===== src/include/kernel_settings.svh =====
/* Memory copy kernel build settings
   Widths, burst limit and reset hold length */

`ifndef KERNEL_SETTINGS_SVH
`define KERNEL_SETTINGS_SVH

// ----------------------------------------
// Data path
// ----------------------------------------
`define KERNEL_DATA_W     64  // One AXI beat
`define KERNEL_ADDR_W     64  // Byte address

// ----------------------------------------
// Burst shape
// ----------------------------------------
`define KERNEL_LEN_W      8   // AXI4 arlen / awlen field
`define KERNEL_MAX_BEATS  16  // Line buffer depth, also the burst cap

// ----------------------------------------
// Reset
// ----------------------------------------
// Cycles areset_kernel stays high once ap_rst_n is released
`define KERNEL_RESET_HOLD 16

`endif


===== src/kernel_pkg.sv =====
/* Kernel package
   Width typedefs, control states and the beat byte swap */

`default_nettype none

`include "kernel_settings.svh"

package kernel_pkg;

  // Bytes per beat for the swap
  localparam int BEAT_BYTES = `KERNEL_DATA_W / 8;

  typedef logic [`KERNEL_DATA_W-1:0]            data_t;      // One beat
  typedef logic [`KERNEL_ADDR_W-1:0]            addr_t;      // Byte address
  typedef logic [`KERNEL_LEN_W-1:0]             len_t;       // Beats minus one
  typedef logic [$clog2(`KERNEL_MAX_BEATS)-1:0] beat_idx_t;  // Line buffer slot

  // ap_ctrl_chain sequencing
  typedef enum logic [1:0] {
    IDLE,   // Waiting for ap_start
    READ,   // Source burst in flight
    WRITE,  // Destination burst in flight
    DONE    // Holding ap_done for ap_continue
  } ctrl_state_t;

  // Reverse byte order of a full beat when swap is set
  function automatic data_t swap_beat(input data_t beat, input logic swap);
    data_t swapped;
    for (int b = 0; b < BEAT_BYTES; b++) begin
      swapped[8*b +: 8] = beat[8*(BEAT_BYTES-1-b) +: 8];
    end
    return swap ? swapped : beat;
  endfunction

endpackage

`default_nettype wire


===== src/kernel_if.sv =====
/* Kernel internal interfaces
   Phase request between control and engines, line buffer access */

`default_nettype none

// ----------------------------------------
// One phase request, control to engine
// ----------------------------------------
interface kernel_phase_if;
  logic              start;   // Single cycle request
  logic              done;    // Single cycle completion
  kernel_pkg::addr_t addr;    // Burst base address
  kernel_pkg::len_t  len;     // Beats minus one
  logic              endian;  // Swap bytes of each beat

  modport ctrl (output start, addr, len, endian, input done);
  modport engine (input start, addr, len, endian, output done);
endinterface

// ----------------------------------------
// Line buffer ports
// ----------------------------------------
interface kernel_buffer_if;
  logic                  wr_en;
  kernel_pkg::beat_idx_t wr_idx;
  kernel_pkg::data_t     wr_data;
  kernel_pkg::beat_idx_t rd_idx;
  kernel_pkg::data_t     rd_data;  // Combinational from rd_idx

  // Read engine side
  modport fill (output wr_en, wr_idx, wr_data);
  // Write engine side
  modport drain (output rd_idx, input rd_data);
  // Storage itself
  modport store (input wr_en, wr_idx, wr_data, rd_idx, output rd_data);
endinterface

`default_nettype wire


===== src/kernel_afu.sv =====
/* Memory copy kernel top
   ap_ctrl_chain control with one AXI4 master, copies a burst buffer_0 to buffer_1 */

`default_nettype none

module kernel_afu (
  input  logic              ap_clk,
  input  logic              ap_rst_n,
  // Control chain
  input  logic              ap_start,
  output logic              ap_idle,
  output logic              ap_ready,
  output logic              ap_done,
  input  logic              ap_continue,
  input  kernel_pkg::addr_t buffer_0,  // Source
  input  kernel_pkg::addr_t buffer_1,  // Destination
  input  kernel_pkg::addr_t buffer_2,  // [7:0] len-1, [8] endian_read, [9] endian_write
  // AXI4 master, read
  output logic              m00_axi_arvalid,
  input  logic              m00_axi_arready,
  output kernel_pkg::addr_t m00_axi_araddr,
  output kernel_pkg::len_t  m00_axi_arlen,
  input  logic              m00_axi_rvalid,
  output logic              m00_axi_rready,
  input  kernel_pkg::data_t m00_axi_rdata,
  input  logic              m00_axi_rlast,
  // AXI4 master, write
  output logic              m00_axi_awvalid,
  input  logic              m00_axi_awready,
  output kernel_pkg::addr_t m00_axi_awaddr,
  output kernel_pkg::len_t  m00_axi_awlen,
  output logic              m00_axi_wvalid,
  input  logic              m00_axi_wready,
  output kernel_pkg::data_t m00_axi_wdata,
  output logic              m00_axi_wlast,
  input  logic              m00_axi_bvalid,
  output logic              m00_axi_bready
);

  logic areset_kernel;  // Stretched reset to all blocks

  kernel_phase_if  read_phase ();
  kernel_phase_if  write_phase ();
  kernel_buffer_if line_buf ();

  // ----------------------------------------
  // Reset and control
  // ----------------------------------------
  kernel_reset_hold u_reset_hold (
    .ap_clk        (ap_clk),
    .ap_rst_n      (ap_rst_n),
    .areset_kernel (areset_kernel)
  );

  kernel_control u_control (
    .ap_clk      (ap_clk),
    .areset      (areset_kernel),
    .ap_start    (ap_start),
    .ap_continue (ap_continue),
    .buffer_0    (buffer_0),
    .buffer_1    (buffer_1),
    .buffer_2    (buffer_2),
    .ap_idle     (ap_idle),
    .ap_ready    (ap_ready),
    .ap_done     (ap_done),
    .read_phase  (read_phase),
    .write_phase (write_phase)
  );

  // ----------------------------------------
  // Data path
  // ----------------------------------------
  kernel_read_engine u_read_engine (
    .ap_clk        (ap_clk),
    .areset        (areset_kernel),
    .phase         (read_phase),
    .buf_fill      (line_buf),
    .m_axi_arvalid (m00_axi_arvalid),
    .m_axi_arready (m00_axi_arready),
    .m_axi_araddr  (m00_axi_araddr),
    .m_axi_arlen   (m00_axi_arlen),
    .m_axi_rvalid  (m00_axi_rvalid),
    .m_axi_rready  (m00_axi_rready),
    .m_axi_rdata   (m00_axi_rdata),
    .m_axi_rlast   (m00_axi_rlast)
  );

  kernel_line_buffer u_line_buffer (
    .ap_clk    (ap_clk),
    .buf_store (line_buf)
  );

  kernel_write_engine u_write_engine (
    .ap_clk        (ap_clk),
    .areset        (areset_kernel),
    .phase         (write_phase),
    .buf_drain     (line_buf),
    .m_axi_awvalid (m00_axi_awvalid),
    .m_axi_awready (m00_axi_awready),
    .m_axi_awaddr  (m00_axi_awaddr),
    .m_axi_awlen   (m00_axi_awlen),
    .m_axi_wvalid  (m00_axi_wvalid),
    .m_axi_wready  (m00_axi_wready),
    .m_axi_wdata   (m00_axi_wdata),
    .m_axi_wlast   (m00_axi_wlast),
    .m_axi_bvalid  (m00_axi_bvalid),
    .m_axi_bready  (m00_axi_bready)
  );

endmodule

`default_nettype wire


===== src/kernel_beat_counter.sv =====
/* Beat index counter with last beat flag, shared by both engines */

`default_nettype none

module kernel_beat_counter (
  input  logic                  ap_clk,
  input  logic                  areset,
  input  logic                  clear,    // New burst
  input  logic                  advance,  // Beat accepted
  input  kernel_pkg::len_t      len,      // Beats minus one
  output kernel_pkg::beat_idx_t idx,
  output logic                  last
);

  always_ff @(posedge ap_clk or posedge areset) begin
    if (areset) begin
      idx <= '0;
    end else if (clear) begin
      idx <= '0;
    end else if (advance) begin
      idx <= idx + 1'b1;
    end
  end

  assign last = (kernel_pkg::len_t'(idx) == len);  // Current slot is the final beat

endmodule

`default_nettype wire


===== src/kernel_control.sv =====
/* ap_ctrl_chain controller
   Latches the descriptor and runs the read phase, then the write phase */

`default_nettype none

`include "kernel_settings.svh"

module kernel_control (
  input  logic              ap_clk,
  input  logic              areset,
  input  logic              ap_start,
  input  logic              ap_continue,
  input  kernel_pkg::addr_t buffer_0,     // Source
  input  kernel_pkg::addr_t buffer_1,     // Destination
  input  kernel_pkg::addr_t buffer_2,     // Length and endian flags
  output logic              ap_idle,
  output logic              ap_ready,
  output logic              ap_done,
  kernel_phase_if.ctrl      read_phase,
  kernel_phase_if.ctrl      write_phase
);

  // Longest burst the line buffer holds
  localparam kernel_pkg::len_t LEN_LIMIT = kernel_pkg::len_t'(`KERNEL_MAX_BEATS - 1);

  kernel_pkg::ctrl_state_t state;
  kernel_pkg::addr_t       src_addr;
  kernel_pkg::addr_t       dst_addr;
  kernel_pkg::len_t        beats_m1;
  kernel_pkg::len_t        len_req;
  logic                    endian_read;
  logic                    endian_write;
  logic                    start_run;

  // ap_start only counts while idle
  assign start_run = (state == kernel_pkg::IDLE) && ap_start;

  // Clamp the requested length to the buffer depth
  assign len_req = (buffer_2[`KERNEL_LEN_W-1:0] > LEN_LIMIT) ? LEN_LIMIT
                                                             : buffer_2[`KERNEL_LEN_W-1:0];

  // ----------------------------------------
  // Control chain FSM
  // ----------------------------------------
  always_ff @(posedge ap_clk or posedge areset) begin
    if (areset) begin
      state             <= kernel_pkg::IDLE;
      ap_ready          <= 1'b0;
      read_phase.start  <= 1'b0;
      write_phase.start <= 1'b0;
    end else begin
      ap_ready          <= start_run;  // One pulse per accepted start
      read_phase.start  <= start_run;  // Read begins with the latch
      write_phase.start <= 1'b0;
      case (state)
        kernel_pkg::IDLE: begin
          if (ap_start) state <= kernel_pkg::READ;
        end
        kernel_pkg::READ: begin
          if (read_phase.done) begin
            state             <= kernel_pkg::WRITE;
            write_phase.start <= 1'b1;  // Buffer is full now
          end
        end
        kernel_pkg::WRITE: begin
          if (write_phase.done) state <= kernel_pkg::DONE;
        end
        kernel_pkg::DONE: begin
          if (ap_continue) state <= kernel_pkg::IDLE;  // Host acknowledged
        end
        default: state <= kernel_pkg::IDLE;
      endcase
    end
  end

  // Descriptor snapshot, later port changes are ignored
  always_ff @(posedge ap_clk) begin
    if (start_run) begin
      src_addr     <= buffer_0;
      dst_addr     <= buffer_1;
      beats_m1     <= len_req;
      endian_read  <= buffer_2[`KERNEL_LEN_W];
      endian_write <= buffer_2[`KERNEL_LEN_W+1];
    end
  end

  assign ap_idle = (state == kernel_pkg::IDLE);
  assign ap_done = (state == kernel_pkg::DONE);  // Held until ap_continue

  // Phase payloads, sampled by the engines with start
  assign read_phase.addr    = src_addr;
  assign read_phase.len     = beats_m1;
  assign read_phase.endian  = endian_read;
  assign write_phase.addr   = dst_addr;
  assign write_phase.len    = beats_m1;
  assign write_phase.endian = endian_write;

endmodule

`default_nettype wire


===== src/kernel_line_buffer.sv =====
/* Line buffer, one burst of beats between the read and write engines */

`default_nettype none

`include "kernel_settings.svh"

module kernel_line_buffer (
  input  logic           ap_clk,
  kernel_buffer_if.store buf_store
);

  kernel_pkg::data_t mem [`KERNEL_MAX_BEATS];  // Payload only, no reset

  // Fill side
  always_ff @(posedge ap_clk) begin
    if (buf_store.wr_en) begin
      mem[buf_store.wr_idx] <= buf_store.wr_data;
    end
  end

  // Drain side, combinational read
  assign buf_store.rd_data = mem[buf_store.rd_idx];

endmodule

`default_nettype wire


===== src/kernel_read_engine.sv =====
/* AXI4 read engine
   One burst from the source into the line buffer, optional byte swap */

`default_nettype none

module kernel_read_engine (
  input  logic              ap_clk,
  input  logic              areset,
  kernel_phase_if.engine    phase,
  kernel_buffer_if.fill     buf_fill,
  output logic              m_axi_arvalid,
  input  logic              m_axi_arready,
  output kernel_pkg::addr_t m_axi_araddr,
  output kernel_pkg::len_t  m_axi_arlen,
  input  logic              m_axi_rvalid,
  output logic              m_axi_rready,
  input  kernel_pkg::data_t m_axi_rdata,
  input  logic              m_axi_rlast
);

  logic                  endian_read;  // Latched with start
  logic                  beat_accept;
  kernel_pkg::beat_idx_t wr_idx;

  assign beat_accept = m_axi_rvalid & m_axi_rready;

  // ----------------------------------------
  // Address then data, one burst
  // ----------------------------------------
  always_ff @(posedge ap_clk or posedge areset) begin
    if (areset) begin
      m_axi_arvalid <= 1'b0;
      m_axi_rready  <= 1'b0;
      phase.done    <= 1'b0;
    end else begin
      phase.done <= 1'b0;
      if (phase.start) begin
        m_axi_arvalid <= 1'b1;
      end else if (m_axi_arvalid && m_axi_arready) begin
        m_axi_arvalid <= 1'b0;
        m_axi_rready  <= 1'b1;  // Buffer always has room
      end
      if (beat_accept && m_axi_rlast) begin
        m_axi_rready <= 1'b0;
        phase.done   <= 1'b1;
      end
    end
  end

  always_ff @(posedge ap_clk) begin
    if (phase.start) begin
      m_axi_araddr <= phase.addr;
      m_axi_arlen  <= phase.len;
      endian_read  <= phase.endian;
    end
  end

  // Read side ends on rlast, last flag not needed
  kernel_beat_counter u_beat_counter (
    .ap_clk  (ap_clk),
    .areset  (areset),
    .clear   (phase.start),
    .advance (beat_accept),
    .len     (m_axi_arlen),
    .idx     (wr_idx),
    .last    ()
  );

  assign buf_fill.wr_en   = beat_accept;
  assign buf_fill.wr_idx  = wr_idx;
  assign buf_fill.wr_data = kernel_pkg::swap_beat(m_axi_rdata, endian_read);

endmodule

`default_nettype wire


===== src/kernel_reset_hold.sv =====
/* Reset stretcher, keeps the kernel in reset for a fixed hold after ap_rst_n */

`default_nettype none

`include "kernel_settings.svh"

module kernel_reset_hold (
  input  logic ap_clk,
  input  logic ap_rst_n,
  output logic areset_kernel  // Active high, registered
);

  localparam int CNT_W = $clog2(`KERNEL_RESET_HOLD + 1);

  logic [CNT_W-1:0] hold_cnt;  // Cycles left in the hold

  always_ff @(posedge ap_clk or negedge ap_rst_n) begin
    if (!ap_rst_n) begin
      hold_cnt      <= CNT_W'(`KERNEL_RESET_HOLD - 1);  // Reload on every assertion
      areset_kernel <= 1'b1;
    end else begin
      if (hold_cnt != '0) begin
        hold_cnt <= hold_cnt - 1'b1;
      end
      areset_kernel <= (hold_cnt != '0);  // Drops the cycle the count hits zero
    end
  end

endmodule

`default_nettype wire


===== src/kernel_write_engine.sv =====
/* AXI4 write engine
   Drains the line buffer as one burst to the destination, optional byte swap */

`default_nettype none

module kernel_write_engine (
  input  logic              ap_clk,
  input  logic              areset,
  kernel_phase_if.engine    phase,
  kernel_buffer_if.drain    buf_drain,
  output logic              m_axi_awvalid,
  input  logic              m_axi_awready,
  output kernel_pkg::addr_t m_axi_awaddr,
  output kernel_pkg::len_t  m_axi_awlen,
  output logic              m_axi_wvalid,
  input  logic              m_axi_wready,
  output kernel_pkg::data_t m_axi_wdata,
  output logic              m_axi_wlast,
  input  logic              m_axi_bvalid,
  output logic              m_axi_bready
);

  logic                  endian_write;  // Latched with start
  logic                  beat_accept;
  logic                  beat_last;
  kernel_pkg::beat_idx_t rd_idx;

  assign beat_accept = m_axi_wvalid & m_axi_wready;

  // ----------------------------------------
  // Address, data, response
  // ----------------------------------------
  always_ff @(posedge ap_clk or posedge areset) begin
    if (areset) begin
      m_axi_awvalid <= 1'b0;
      m_axi_wvalid  <= 1'b0;
      m_axi_bready  <= 1'b0;
      phase.done    <= 1'b0;
    end else begin
      phase.done <= 1'b0;
      if (phase.start) begin
        m_axi_awvalid <= 1'b1;
      end else if (m_axi_awvalid && m_axi_awready) begin
        m_axi_awvalid <= 1'b0;
        m_axi_wvalid  <= 1'b1;  // Data follows the address
      end
      if (beat_accept && m_axi_wlast) begin
        m_axi_wvalid <= 1'b0;
        m_axi_bready <= 1'b1;   // Wait for the response
      end
      if (m_axi_bvalid && m_axi_bready) begin
        m_axi_bready <= 1'b0;
        phase.done   <= 1'b1;
      end
    end
  end

  always_ff @(posedge ap_clk) begin
    if (phase.start) begin
      m_axi_awaddr <= phase.addr;
      m_axi_awlen  <= phase.len;
      endian_write <= phase.endian;
    end
  end

  kernel_beat_counter u_beat_counter (
    .ap_clk  (ap_clk),
    .areset  (areset),
    .clear   (phase.start),
    .advance (beat_accept),
    .len     (m_axi_awlen),
    .idx     (rd_idx),
    .last    (beat_last)
  );

  // Payload follows the index, stable while wready is low
  assign buf_drain.rd_idx = rd_idx;
  assign m_axi_wdata      = kernel_pkg::swap_beat(buf_drain.rd_data, endian_write);
  assign m_axi_wlast      = m_axi_wvalid & beat_last;

endmodule

`default_nettype wire

===== config.mk =====
export PLATFORM = sky130hd
export DESIGN_NAME = kernel_afu
export DESIGN_NICKNAME = d
export VERILOG_FILES = /design/src/kernel_pkg.sv /design/src/kernel_if.sv /design/src/kernel_afu.sv /design/src/kernel_beat_counter.sv /design/src/kernel_control.sv /design/src/kernel_line_buffer.sv /design/src/kernel_read_engine.sv /design/src/kernel_reset_hold.sv /design/src/kernel_write_engine.sv
export VERILOG_INCLUDE_DIRS = /design/src /design/src/include
export SDC_FILE = /design/constraint.sdc
export NUM_CORES = 1
export LEC_CHECK = 0
export BUFFER_PORTS_ARGS = -buffer_cell sky130_fd_sc_hd__buf_2
export CAP_MARGIN = 25
export CORE_MARGIN = 1
export CORE_UTILIZATION = 53
export DETAILED_ROUTE_END_ITERATION = 6
export PLACE_DENSITY = 0.75
export SLEW_MARGIN = 20
export SYNTH_ARGS = -nofsm -noshare
export SYNTH_HDL_FRONTEND = slang
export SYNTH_SLANG_ARGS = --single-unit

===== constraint.sdc =====
create_clock -name ap_clk -period 1.9 [get_ports ap_clk]
set_clock_uncertainty 0.1 [all_clocks]
set_input_delay 0.095 -clock ap_clk [delete_from_list [all_inputs] [get_ports ap_clk]]
set_output_delay 0.095 -clock ap_clk [all_outputs]
set_load 0.1 [all_outputs]

---- Word level (Yosys, flattened, before mapping) ----
Memory sizes are Yosys's and may differ from the RTL's.
Cells that the tools add are included.
Widths: inputs -> output; s select.
operators by class
  $add $sub $neg .......................... 3
  $lt $le $gt $ge ......................... 1
  equality and inequality tests ........... 10
  muxes and demuxes ....................... 29
  bitwise operators ....................... 3
  reduce and logical (&&, ||, !) cells .... 18
operators with widths
  cell                 count
  $mux 64              2
  $mux 1               18
  $mux 4               4
  $reduce_bool 2->1    7
  $ne 2x1->1 const B   5
  $add 4x1->4 const B  2
  $eq 4x8->1           1
  $gt 8x4->1 const B   1
  $mux 2               4
  $pmux 2 s4           1
  $logic_and 1x1->1    6
  $reduce_bool 5->1    1
  $sub 5x1->5 const B  1
  $eq 2x2->1 const B   2
  $reduce_and 2->1     2
  $reduce_and 4->1     1
  $and 1x1->1          3
  $eq 2x1->1 const B   1
  $logic_not 2->1      1
  $ne 2x2->1 const B   1
storage, ports and cells
  flip-flop bits (word level) ............. 309
  RAM bits ................................ 1024
  output and inout bits ................... 217
  logic and storage cells ................. 90
  memories ................................ 1
memory list
  name               depth  bits a word  rd ports  clocked after memory_dff  write ports  line                      text
  u_line_buffer.mem  16     64           1         0                         1            kernel_line_buffer.sv:12  kernel_pkg::data_t mem [`KERNEL_MAX_BEATS];

---- Longest topological paths before layout ----
  depth in word-level cells ............... 5
  gate-level depth with buffers ........... 8
  gate-level depth less buffers ........... 7

---- By module ----
A second synthesis with hierarchy kept.
second synthesis, totals
  cell total of the unflattened synthesis .. 2144
  area total of the unflattened synthesis .. 50449.6 µm²
modules (own cells, without submodules)
  module               instances  cells each  area each (µm²)  sequential area each (µm²)
  kernel_line_buffer   1          1583        38300.5          30749.5
  kernel_control       1          175         4521.8           4244.1
  kernel_write_engine  1          159         3439.5           2292.2
  kernel_read_engine   1          155         3393.3           2267.2
  kernel_beat_counter  2          23          241.5            100.1
  kernel_reset_hold    1          26          311.5            156.4

---- Least setup slack after synthesis ----
Ideal clock, no wire load.
  path type ............................... register -> register
  from .................................... register u_read_engine.m_axi_rready
  to ...................................... memory u_line_buffer.mem[3][0] in the netlist's numbering, enable pin
  arrival time ............................ 5.927 ns
  data required time ...................... 1.235 ns
  setup slack ............................. -4.691 ns
  cell stages (with the launch flop) ...... 5
  cells stage by stage .................... dfrtp_1 > and2_1 > clkbuf_1 > nand2_1 > nor3_1
on the way
  word-level cells in the longest chain between the ends .. 3
RTL lines
  element                       line                      text
  from (decl)                   kernel_read_engine.sv:16  output logic m_axi_rready,
  from (signal assigned)        kernel_read_engine.sv:33  m_axi_rready <= 1'b0;
  from (signal assigned)        kernel_read_engine.sv:41  m_axi_rready <= 1'b1;
  from (signal assigned)        kernel_read_engine.sv:44  m_axi_rready <= 1'b0;
  $and 1x1->1                   kernel_read_engine.sv:25  assign beat_accept = m_axi_rvalid & m_axi_rready;
  $mux 1                        kernel_line_buffer.sv:16  if (buf_store.wr_en) begin
  $mux 1 (not written as such)  kernel_line_buffer.sv:17  mem[buf_store.wr_idx] <= buf_store.wr_data;
  to (decl)                     kernel_line_buffer.sv:12
Every way passes these cells.

---- Worst setup path in the final report ----
  from .................................... register u_write_engine.u_beat_counter.idx[2]
  to ...................................... output m00_axi_wdata[20]
on the way
  word-level cells in the longest chain between the ends .. 2
RTL lines
  element                 line                       text
  from (decl)             kernel_beat_counter.sv:11  output kernel_pkg::beat_idx_t idx,
  from (signal assigned)  kernel_beat_counter.sv:21  idx <= idx + 1'b1;
  $mem_v2 16x64           -
  $mux 64                 kernel_pkg.sv:32           return swap ? swapped : beat;
  to (decl)               kernel_afu.sv:34           output kernel_pkg::data_t m00_axi_wdata,
Every way passes these cells.

==> summary.md <==
| Metric | Value |
|---|---|
| Largest net degree at the start of global routing | `43` |
| CP required | `1.70 ns` |
| Total Routing Usage GR | `0.291` |
| Worst reg2reg endpoint | `u_write_engine.m_axi_bready` |
| Pre-Repair DR Iteration Count | `6` |
| CP endpoint kind | `output port` |
| Final routed DRC violation total | `0` |
| Fin crit period | `3.25 ns` |
| Final Setup Violations | `102` |
| Place WS | `-0.685 ns` |
| Switching share of power | `0.366` |
| Sequential area share after synthesis | `0.795` |
| Antenna violations before repair | `1` |
| NetSw | `39.0 mW` |
| Final net count | `3567` |
| Comb pwr share | `0.420` |
| PwrDens | `1590 nW/um^2` |
| Clock Path Buffers | `3` |
| Worst hold-check path type | `flip-flop to async pin` |
| Vias in the first global route | `30700` |
| Post-synth cell types | `37` |
| R2R Setup Slk | `-0.24 ns` |
| Clock sinks | `1333` |
| Most frequent cell after synthesis | `edfxtp_1` |
| Failing checks | `setup timing` |
| Gp weighted congestion | `0.885` |
| Synth area leader | `edfxtp_1` |
| Via density | `6.24` |
| Clock network power share | `0.241` |
| Ports | `483` |
| Share of flip-flops with an asynchronous set or reset | `0.0188` |
| Root buf cell | `clkbuf_16` |
| Sequential power share | `0.340` |
| Syn Area/Cell | `22.7 sq um` |
| Top cells by area, synth | `edfxtp_1 78%, mux4_2 11%, mux2_2 2.9%` |
| Syn Inst Count | `2211` |
| Hold violation total from the final report | `0` |
| RSZ-0062 raised after global routing | `true` |
| Core Box Area | `93600 sq um` |
| Max transition margin | `0.638` |
| Via count | `29000` |
| Reg2reg start | `u_write_engine.u_beat_counter.idx[2]` |
| Fmax | `0.308 GHz` |
| Initial core utilization | `0.536` |
| Worst slew pin tran | `0.546 ns` |
| FP Rows | `112` |
| Status | `complete, but fails checks` |
| Die H | `310 um` |
| Die area | `95900 sq um` |
| Synth cell count leaders | `1308 x edfxtp_1, 256 x mux4_2, 192 x a22oi_1` |
| Fillers | `5064` |
| IO Port Bufs | `428` |
| EDFF count, synth | `1308` |
| Global-route wire length before repair | `200000 um` |
| Worst-path clk slew | `0.07 ns` |
| Top cell type's share of synthesized area | `0.783` |
| Register area | `39900 sq um` |
| Placement Cell Area | `56900 sq um` |
| Antenna cell count | `0` |
| Post-synthesis register bit count | `1333` |
| R2R depth | `8` |
| Leak | `23.0 nW` |
| Post-Syn Area | `50200 sq um` |
| Multi-input gate area | `10700 sq um` |
| CTS buffer count | `134` |
| CTS tree | `built` |
| CP startpoint kind | `flip-flop` |
| Detail Route Antenna Nets | `0` |
| Fin crit share | `1.71` |
| Post-route setup slack | `-1.35 ns` |
| WS Path Type | `flip-flop to output port` |
| H-tree levels | `4` |
| Worst-skew pair later-pin latency | `0.72 ns` |
| DP HPWL | `76400 um` |
| Final Slew Violations | `0` |
| Maximum vdd drop | `1.12 mV` |
| Post-synth top flop | `edfxtp_1` |
| Share of cells above drive strength 1 | `0.426` |
| Internal power | `67.6 mW` |
| PnR Total Power | `107 mW` |
| Synth warn | `0` |
| Routed wire length per instance | `30.7 um` |
| Die width | `310 um` |
| Area grow syn2layout | `34.0%` |
| Starting DRT DRC Count | `3444` |
| Post-route cell area | `67200 sq um` |
| WL final | `143000 um` |
| Max Cap Violations | `0` |
| CP startpoint | `u_write_engine.u_beat_counter.idx[2]` |
| Crit path DAT | `3.06 ns` |
| Crit Path Max Fanout | `8` |
| GRT overflow | `0` |
==> metal layers <==
| layer | global-route usage | vias to the layer above | share of wire |
|---|---|---|---|
| met1 | 0.357 | 15000 | 0.34 |
| met5 | 0 | - | 0 |
| met4 | 0.122 | 0 | 0.038 |
| met3 | 0.0639 | 352 | 0.099 |
| met2 | 0.500 | 2149 | 0.52 |
| li1 | - | 11600 | - |
==> area by class of cell <==
cell class,instances,share of cell area
timing repair buffer,1057,0.160
tap,1254,0.0233
clock buffer,167,0.0531
multi-input combinational,748,0.159
sequential,1333,0.594
clock inverter,73,0.00912
inverter,17,0.000949
==> layout by cell type, fill, tap and decap left out, types with 59 or more instances in the layout <==
cell | netlist | final
a22oi_1 | 192 | 133
a22oi_2 | 0 | 59
buf_12 | 0 | 185
buf_2 | 50 | 357
buf_4 | 3 | 105
clkbuf_16 | 0 | 145
dlygate4sd3_1 | 0 | 343
edfxtp_1 | 1308 | 1308
mux2_2 | 129 | 89
mux4_2 | 256 | 256
==> power by group through the flow <==
stage / logic (mW) / clock network [mW] / registers [mW]
after global routing: 46.0 / 26.9 / 36.3
after CTS: 41.4 / 25.5 / 36.1
after detailed placement: 35.7 / 0 / 36.7
final: 44.7 / 25.7 / 36.2
after global placement: 35.1 / 0 / 36.6
after floorplan: 22.8 / 0 / 39.2
==> worst max-delay path: stages, from the launching register on <==
cell,delay [ns]
dfrtp_4,0.52
buf_12,0.15
buf_12,0.10
buf_12,0.14
mux4_2,0.56
mux2_4,0.30
a22oi_2,0.20
nand3_2,0.15
buf_12,0.19
==> state kept, by name (all words and copies together), names as in the netlist, 2 cells and up <==
name,flops
u_reset_hold.hold_cnt,5
u_write_engine.u_beat_counter.idx,4
u_read_engine.u_beat_counter.idx,4
u_line_buffer.mem,1024
u_read_engine.m_axi_araddr,64
u_write_engine.m_axi_awlen,8
u_control.read_phase.len,8
u_control.write_phase.addr,64
u_write_engine.m_axi_awaddr,64
u_control.read_phase.addr,64
u_control.state,2
u_read_engine.m_axi_arlen,8
==> worst max-delay path by stage <==
stage,end
final,m00_axi_wdata[20]
after global routing,m00_axi_wdata[20]
after CTS,m00_axi_wdata[9]
after detailed placement,m00_axi_wdata[43]
after global placement,m00_axi_wdata[24]
after floorplan,u_line_buffer.mem[1][0]
==> logic make-up (layout without fill, tap and decap cells) <==
family | after synthesis | count (layout) | share of synthesized area
and+or+nand+nor | 129 | 130 | 0.0127
AOI/OAI and AO/OA | 206 | 206 | 0.0304
adders and majority gates | 10 | 10 | 0.00249
xor gates and xnor gates | 11 | 11 | 0.00192
buffers and inverters | 134 | 1314 | 0.0127
DFF | 1333 | 1333 | 0.795
muxes | 387 | 387 | 0.144
other | 1 | 4 | 0.0000747
==> metrics by stage <==
| stage | std cells | hold WS, ns | util | TNS [ns] |
|---|---|---|---|---|
| 6_report | 4649 | 0.0608 | 0.718 | -83.93 |
| 2_1_floorplan | 2214 | -0.301 | - | -1058.32 |
| 3_3_place_gp | 3994 | -0.187 | 0.608 | -38.07 |
| 5_1_grt | 4649 | 0.0262 | 0.718 | -92.82 |
| 4_1_cts | 4612 | 0.00677 | 0.708 | -84.28 |
| 3_5_place_dp | 3994 | -0.181 | 0.608 | -41.81 |
==> timing repair <==
item | CTS | global route
gates resized for setup | 300 | 132
pin swaps | 44 | 46
gates cloned | 9 | 9
endpoints found under the hold margin | 1240 | 0
endpoints found under the setup margin | 187 | 266
buffers inserted | 26 | 35
hold buffers | 343 | 0
No activity file was read; power rests on OpenSTA's default activity.
